===== config.mk =====
export PLATFORM = sky130hd
export DESIGN_NAME = ntt_modmul
export DESIGN_NICKNAME = d
export VERILOG_FILES = /design/src/ntt_pkg.sv /design/src/abr_adder.sv /design/src/ntt_special_adder.sv /design/src/ntt_mult_stage.sv /design/src/ntt_mult_reduction.sv /design/src/ntt_modmul.sv
export SDC_FILE = /design/constraint.sdc
export NUM_CORES = 2
export LEC_CHECK = 0
export ABC_CLOCK_PERIOD_IN_PS = 7800
export BUFFER_PORTS_ARGS = -buffer_cell sky130_fd_sc_hd__buf_2
export CAP_MARGIN = 10
export CORE_ASPECT_RATIO = 1.4
export CORE_MARGIN = 2
export CORE_UTILIZATION = 60
export DETAILED_ROUTE_END_ITERATION = 16
export HOLD_SLACK_MARGIN = 0.02
export PLACE_DENSITY = 0.87
export SLEW_MARGIN = 20
export SYNTH_ARGS = -nofsm -noshare
export SYNTH_HDL_FRONTEND = slang
export SYNTH_SLANG_ARGS = --single-unit

===== constraint.sdc =====
create_clock -name clk -period 7.8 [get_ports clk]
set_clock_uncertainty 0.15 [all_clocks]
set_input_delay 1.17 -clock clk [delete_from_list [all_inputs] [get_ports clk]]
set_output_delay 1.17 -clock clk [all_outputs]
set_load 0.1 [all_outputs]

===== src/ntt_pkg.sv =====
//==========================================================================
// Shared constants and structs for the Dilithium modular multiplier
//==========================================================================

package ntt_pkg;

    // Dilithium prime q = 2^23 - 2^13 + 1
    parameter logic [23:0] DILITHIUM_Q = 24'd8380417;

    // Coefficient width, every operand is below q
    parameter int COEFF_W = 23;

    // Default datapath width of the modular correction
    parameter int REG_SIZE = 24;

    // Full product of two coefficients
    parameter int PROD_W = 2 * COEFF_W;

    // Split of a value below 2q for the special adder
    parameter int SPLIT_HI_W = 11;
    parameter int SPLIT_LO_W = 13;

    // Operand pair entering the multiplier
    typedef struct packed {
        logic [COEFF_W-1:0] a;
        logic [COEFF_W-1:0] b;
    } mul_operands_t;

    // Reduced value below 2q, upper and lower parts
    typedef struct packed {
        logic [SPLIT_HI_W-1:0] hi;
        logic [SPLIT_LO_W-1:0] lo;
    } red_split_t;

endpackage


===== src/abr_adder.sv =====
//==========================================================================
// Parameterized adder with carry in and carry out
//==========================================================================

`timescale 1ns/100ps

module abr_adder #(
    parameter int RADIX = 24
) (
    input  logic [RADIX-1:0] a_i,
    input  logic [RADIX-1:0] b_i,
    input  logic             cin_i,
    output logic [RADIX-1:0] s_o,
    output logic             cout_o
);

    // One extra bit holds the carry out
    logic [RADIX:0] sum;

    assign sum = {1'b0, a_i} + {1'b0, b_i} + {{RADIX{1'b0}}, cin_i};

    assign s_o    = sum[RADIX-1:0];
    assign cout_o = sum[RADIX];

endmodule


===== src/ntt_special_adder.sv =====
//==========================================================================
// Recombination of the split value, final subtraction of q, ready pulse
//==========================================================================

`timescale 1ns/100ps

module ntt_special_adder #(
    parameter int REG_SIZE = 24
) (
    // Clock, reset and zeroize
    input  logic                clk,
    input  logic                reset_n,
    input  logic                zeroize,

    // Data port
    input  logic                add_en_i,
    input  logic [10:0]         opa_i,
    input  logic [12:0]         opb_i,
    input  logic [REG_SIZE-1:0] prime_i,
    output logic [REG_SIZE-1:0] res_o,
    output logic                ready_o
);

    // Recombined value and its register
    logic [REG_SIZE-1:0] r0;
    logic [REG_SIZE-1:0] r0_reg;

    // Value minus prime
    logic [REG_SIZE-1:0] prime_inv;
    logic [REG_SIZE-1:0] r1;
    logic                carry1;

    // Ready timing, shifts right by one each idle cycle
    logic [1:0]          push_result_reg;

    // Upper part above lower part, below 2q
    assign r0 = REG_SIZE'({opa_i, opb_i});

    // Two's complement of the prime via inverted operand and carry in
    assign prime_inv = ~prime_i;

    abr_adder #(
        .RADIX (REG_SIZE)
    ) adder_sub_i (
        .a_i    (r0_reg),
        .b_i    (prime_inv),
        .cin_i  (1'b1),
        .s_o    (r1),
        .cout_o (carry1)
    );

    // Capture of the recombined value
    always_ff @(posedge clk) begin
        if (!reset_n) begin
            r0_reg <= '0;
        end else if (zeroize) begin
            r0_reg <= '0;
        end else if (add_en_i) begin
            r0_reg <= r0;
        end
    end

    // Ready pulse one cycle after capture
    always_ff @(posedge clk) begin
        if (!reset_n) begin
            push_result_reg <= 2'b00;
        end else if (zeroize) begin
            push_result_reg <= 2'b00;
        end else if (add_en_i) begin
            push_result_reg <= 2'b10;
        end else begin
            push_result_reg <= {1'b0, push_result_reg[1]};
        end
    end

    assign ready_o = push_result_reg[0];

    // Carry out set means no borrow, so the value was at least q
    assign res_o = carry1 ? r1 : r0_reg;

endmodule


===== src/ntt_mult_stage.sv =====
//==========================================================================
// Registered 23 x 23 multiplier with valid flag
//==========================================================================

`timescale 1ns/100ps

module ntt_mult_stage (
    input  logic                       clk,
    input  logic                       reset_n,
    input  logic                       zeroize_i,
    input  logic                       enable_i,
    input  ntt_pkg::mul_operands_t     operands_i,
    output logic [ntt_pkg::PROD_W-1:0] prod_o,
    output logic                       prod_valid_o
);

    // Full product of the operand pair
    logic [ntt_pkg::PROD_W-1:0] prod;
    logic [ntt_pkg::PROD_W-1:0] prod_reg;
    logic                       prod_valid_reg;

    // Both operands widened before the multiply
    assign prod = ntt_pkg::PROD_W'(operands_i.a) * ntt_pkg::PROD_W'(operands_i.b);

    // Product captured on the enable strobe, held otherwise
    always_ff @(posedge clk) begin
        if (!reset_n) begin
            prod_reg       <= '0;
            prod_valid_reg <= 1'b0;
        end else if (zeroize_i) begin
            prod_reg       <= '0;
            prod_valid_reg <= 1'b0;
        end else begin
            prod_valid_reg <= enable_i;
            if (enable_i) begin
                prod_reg <= prod;
            end
        end
    end

    assign prod_o       = prod_reg;
    assign prod_valid_o = prod_valid_reg;

endmodule


===== src/ntt_mult_reduction.sv =====
//==========================================================================
// Two-stage folding reduction of the product to a value below 2q
//==========================================================================

`timescale 1ns/100ps

module ntt_mult_reduction (
    input  logic                       clk,
    input  logic                       reset_n,
    input  logic                       zeroize_i,
    input  logic [ntt_pkg::PROD_W-1:0] prod_i,
    input  logic                       prod_valid_i,
    output ntt_pkg::red_split_t        split_o,
    output logic                       split_valid_o
);

    // Folding uses 2^23 = 2^13 - 1 mod q
    localparam int FOLD_SHIFT = 13;

    // Width after the first fold, h*(2^13-1) + l < 2^37
    localparam int S1_W = 37;
    // Width after the second fold, < 2^27 + 2^23
    localparam int T_W  = 28;
    // Width of the result, below 2^23 + 2^18
    localparam int RES_W = $bits(ntt_pkg::red_split_t);

    localparam int H1_W = ntt_pkg::PROD_W - ntt_pkg::COEFF_W;
    localparam int H2_W = S1_W - ntt_pkg::COEFF_W;
    localparam int H3_W = T_W - ntt_pkg::COEFF_W;

    //======================================================================
    // Stage one, fold bits at and above 23
    //======================================================================

    logic [H1_W-1:0]             prod_hi;
    logic [ntt_pkg::COEFF_W-1:0] prod_lo;
    logic [S1_W-1:0]             fold1;
    logic [S1_W-1:0]             s1_reg;
    logic                        s1_valid_reg;

    assign prod_hi = prod_i[ntt_pkg::PROD_W-1:ntt_pkg::COEFF_W];
    assign prod_lo = prod_i[ntt_pkg::COEFF_W-1:0];

    // h*2^13 - h never goes negative, so no offset is needed
    assign fold1 = (S1_W'(prod_hi) << FOLD_SHIFT) - S1_W'(prod_hi) + S1_W'(prod_lo);

    always_ff @(posedge clk) begin
        if (!reset_n) begin
            s1_reg       <= '0;
            s1_valid_reg <= 1'b0;
        end else if (zeroize_i) begin
            s1_reg       <= '0;
            s1_valid_reg <= 1'b0;
        end else begin
            s1_valid_reg <= prod_valid_i;
            if (prod_valid_i) begin
                s1_reg <= fold1;
            end
        end
    end

    //======================================================================
    // Stage two, fold again and then fold the few remaining top bits
    //======================================================================

    logic [H2_W-1:0]             s1_hi;
    logic [ntt_pkg::COEFF_W-1:0] s1_lo;
    logic [T_W-1:0]              fold2;
    logic [H3_W-1:0]             t_hi;
    logic [ntt_pkg::COEFF_W-1:0] t_lo;
    logic [RES_W-1:0]            fold3;
    ntt_pkg::red_split_t         split_d;
    ntt_pkg::red_split_t         split_reg;
    logic                        split_valid_reg;

    assign s1_hi = s1_reg[S1_W-1:ntt_pkg::COEFF_W];
    assign s1_lo = s1_reg[ntt_pkg::COEFF_W-1:0];

    assign fold2 = (T_W'(s1_hi) << FOLD_SHIFT) - T_W'(s1_hi) + T_W'(s1_lo);

    assign t_hi = fold2[T_W-1:ntt_pkg::COEFF_W];
    assign t_lo = fold2[ntt_pkg::COEFF_W-1:0];

    // Top part is at most 17 here, result stays below 2q
    assign fold3 = (RES_W'(t_hi) << FOLD_SHIFT) - RES_W'(t_hi) + RES_W'(t_lo);

    // Split for the special adder
    assign split_d.hi = fold3[RES_W-1:ntt_pkg::SPLIT_LO_W];
    assign split_d.lo = fold3[ntt_pkg::SPLIT_LO_W-1:0];

    always_ff @(posedge clk) begin
        if (!reset_n) begin
            split_reg       <= '0;
            split_valid_reg <= 1'b0;
        end else if (zeroize_i) begin
            split_reg       <= '0;
            split_valid_reg <= 1'b0;
        end else begin
            split_valid_reg <= s1_valid_reg;
            if (s1_valid_reg) begin
                split_reg <= split_d;
            end
        end
    end

    assign split_o       = split_reg;
    assign split_valid_o = split_valid_reg;

endmodule


===== src/ntt_modmul.sv =====
//==========================================================================
// Top level of the modular multiplier for q = 8380417, latency 5 cycles
//==========================================================================

`timescale 1ns/100ps

module ntt_modmul #(
    parameter int REG_SIZE = ntt_pkg::REG_SIZE
) (
    input  logic                   clk,
    input  logic                   reset_n,
    input  logic                   zeroize_i,
    input  logic                   enable_i,
    input  ntt_pkg::mul_operands_t operands_i,
    output logic [REG_SIZE-1:0]    res_o,
    output logic                   ready_o
);

    // Multiplier to reducer
    logic [ntt_pkg::PROD_W-1:0] prod;
    logic                       prod_valid;

    // Reducer to special adder
    ntt_pkg::red_split_t        split;
    logic                       split_valid;

    // Product registered one edge after enable
    ntt_mult_stage mult_stage_i (
        .clk          (clk),
        .reset_n      (reset_n),
        .zeroize_i    (zeroize_i),
        .enable_i     (enable_i),
        .operands_i   (operands_i),
        .prod_o       (prod),
        .prod_valid_o (prod_valid)
    );

    // Two folding stages, result below 2q
    ntt_mult_reduction mult_reduction_i (
        .clk           (clk),
        .reset_n       (reset_n),
        .zeroize_i     (zeroize_i),
        .prod_i        (prod),
        .prod_valid_i  (prod_valid),
        .split_o       (split),
        .split_valid_o (split_valid)
    );

    // Final correction below q and ready pulse
    ntt_special_adder #(
        .REG_SIZE (REG_SIZE)
    ) special_adder_i (
        .clk      (clk),
        .reset_n  (reset_n),
        .zeroize  (zeroize_i),
        .add_en_i (split_valid),
        .opa_i    (split.hi),
        .opb_i    (split.lo),
        .prime_i  (REG_SIZE'(ntt_pkg::DILITHIUM_Q)),
        .res_o    (res_o),
        .ready_o  (ready_o)
    );

endmodule


==> flow_metrics.py <==
metrics = {
    "clock_tree": {
        "clock_path_buffers": 2,
        "clkLatencyLatePin_ns": 0.44,
        "numCtsBuffers": 17,
        "cts_setup_buffers": 0,
        "htreeDepth": 4,
        "clk_pin_slew_ns": 0.07,
        "cts.sink_count": 136,
        "cts_root_buf": "clkbuf_16",
        "cts_tree": "done",
    },
    "timing": {
        "tightest_slew_ns": 0.8823,
        "fmax_mhz": 130.9,
        "whs_ns": 0.3184,
        "setup_viol": 0,
        "rsz0062_at_grt": "no",
        "final_hold_viol_count": 0,
        "drv_slew": 0,
        "slew_headroom_pct": 41.18,
        "fin_crit_ns": 7.640,
        "finalCritPeriodShare_pct": 97.95,
    },
    "die": {
        "dieHeight_um": 258.7,
        "dieArea_um2": 48110,
        "die_x_um": 185.9,
        "ios": 75,
        "coreArea_um2": 45850,
        "start_util_pct": 60.65,
        "row_count": 93,
    },
    "routing": {
        "vias_per_cell": 5.698,
        "first_pass_iters": 7,
        "totalWireLength_um": 71460,
        "drt_iter0_drc": 1432,
        "num_vias": 22826,
        "wl_per_cell_um": 17.84,
        "ant_nets": 0,
        "drc_errors": 0,
    },
    "worst_setup_path": {
        "crit_type": "in -> reg",
        "reg2reg_depth": 27,
        "endpoint_kind": "register",
        "critical_path_arrival_ns": 7.79,
        "cp-start-kind": "input port",
        "cp_max_fo": 12,
        "required_ns": 7.95,
    },
    "layout": {
        "drive_gt1_share_pct": 9.737,
        "seqCellArea_um2": 2724,
        "fillers": 3504,
        "nets": 4172,
        "syn_to_final_growth_pct": 9.728,
        "final_common_cell": "inv_1",
        "multi_input_area_um2": 22220,
        "final_cell_mix": "634 x inv_1, 449 x fa_1, 364 x nand2_1",
        "fin_util_pct": 66.55,
        "largest_register_ffs": 46,
        "antenna_cells": 0,
    },
    "global_route": {
        "grt_pass1_wl_um": 117400,
        "gr-total-overflow": 0,
        "grt_pass1_vias": 24614,
        "grt_max_degree": 89,
        "antenna_found_initial": 2,
        "grtUsageTotal_pct": 30.93,
    },
    "worst_hold_path": {
        "holdCritPathClass": "reg -> reg",
        "whs_path_depth": 1,
    },
    "synth": {
        "synthCells": 3253,
        "synth_ff_type": "dfxtp_1",
        "yosysWarnings": 0,
        "syn-num-nets": 4049,
        "ys_ff_latch": 136,
        "syn_avg_cell_area_um2": 8.548,
        "ys_async_sr_fraction_pct": 0,
        "ys_types": 77,
        "synth_edf_count": 0,
        "netlist_area_um2": 27810,
        "synth-seq-area-share_pct": 9.791,
    },
    "place": {
        "routabilityCongestion": 0.9456,
        "port_buffers": 74,
        "dpl.hpwl_um": 60630,
    },
    "flow_run": {
        "max_cap_violations": 0,
    },
    "outcome": {
        "status": "completed",
    },
}
## final timing paths
| check | from | endpoint | slack (ns) |
|---|---|---|---|
| setup reg to reg | mult_reduction_i.s1_reg[24] | mult_reduction_i.split_o[22] | 0.60 |
| hold / removal | special_adder_i.push_result_reg[1] | special_adder_i.push_result_reg[0] | 0.32 |
| hold reg to reg | special_adder_i.push_result_reg[1] | special_adder_i.push_result_reg[0] | 0.32 |
| setup / recovery | operands_i[11] | mult_stage_i.prod_o[35] | 0.16 |
## kinds of logic (layout without fill, tap and decap cells)
family / count (synthesis) / after routing / synth area share, %
xor gates and xnor gates: 128 / 128 / 4.126
buffers and inverters: 782 / 918 / 10.57
AOI/OAI and AO/OA: 412 / 412 / 10.01
DFF: 136 / 136 / 9.791
muxes: 93 / 93 / 3.348
and+or+nand+nor: 956 / 956 / 16.38
adders and majority gates: 746 / 746 / 45.77
## cell type report
| type | instances | area share, % |
|---|---|---|
| clock inverters | 15 | 0.5085 |
| multi-input cells | 2335 | 72.82 |
| repair buffers | 252 | 6.016 |
| clock buffers | 17 | 1.394 |
| inverters | 634 | 7.800 |
| flip-flops and latches | 136 | 8.927 |
| well taps | 617 | 2.530 |
## critical path: stages
cell	delay, ns
buf_2	0.19
buf_4	0.19
and2_1	0.17
fa_1	0.53
inv_1	0.05
fa_1	0.51
fa_2	0.38
fa_1	0.51
inv_1	0.06
fa_2	0.46
fa_1	0.50
inv_1	0.06
fa_1	0.48
inv_1	0.04
ha_1	0.31
buf_4	0.17
a21o_1	0.17
a21o_1	0.18
a21oi_2	0.14
o211ai_1	0.22
o21a_1	0.29
o311a_1	0.35
buf_4	0.15
or3_1	0.30
nand3_1	0.11
o31ai_1	0.09
## routing by layer
layer	GRT usage (%)	wire length [µm]
met1	32.16	24630
met2	57.30	37900
met3	3.935	3556
met4	20.82	5347
met5	0	25
## timing repair
item / 4_1_cts / 5_1_grt
hold buffers: 0 / 0
endpoints found under the hold margin: 0 / 0
gates resized for setup: 1 / 32
pin swaps: 0 / 13
setup endpoints to repair: 1 / 11
## cell usage after synthesis (all sizes together) (15+ instances only)
cell    instances  area (µm²)
inv           634        2380
fa            452        9049
nand2         365        1370
ha            294        3679
and2          239        1495
nor2          193       724.4
clkbuf        136       510.5
dfxtp         136        2723
a21oi         107       546.8
xnor2          94       849.6
mux2i          93       930.9
o21ai          79       406.7
a21o           56       420.4
nand3          37       185.2
xor2           34       297.8
a211oi         31       242.7
nor3           29       145.1
nand4          21       146.4
o21bai         18       135.1
o21a           17       127.6
a31oi          15       136.4
o211ai         15       122.6
o31ai          15       117.6
## stage by stage
stage                     TNS, ns  area (µm²)  cells  worst slack [ns]
after detailed placement   -3.920       29830   3974           -0.5252
after CTS                       0       30410   4006           0.05189
final                           0       30510   4006            0.1601
after floorplan                 0       27830   3253           0.03143
after global placement     -1.916       29830   3974           -0.3308
after global routing            0       30510   4006          0.006982
Power is not shown: default switching activity piles up to over one toggle a cycle in this logic, so the estimate is an artifact.
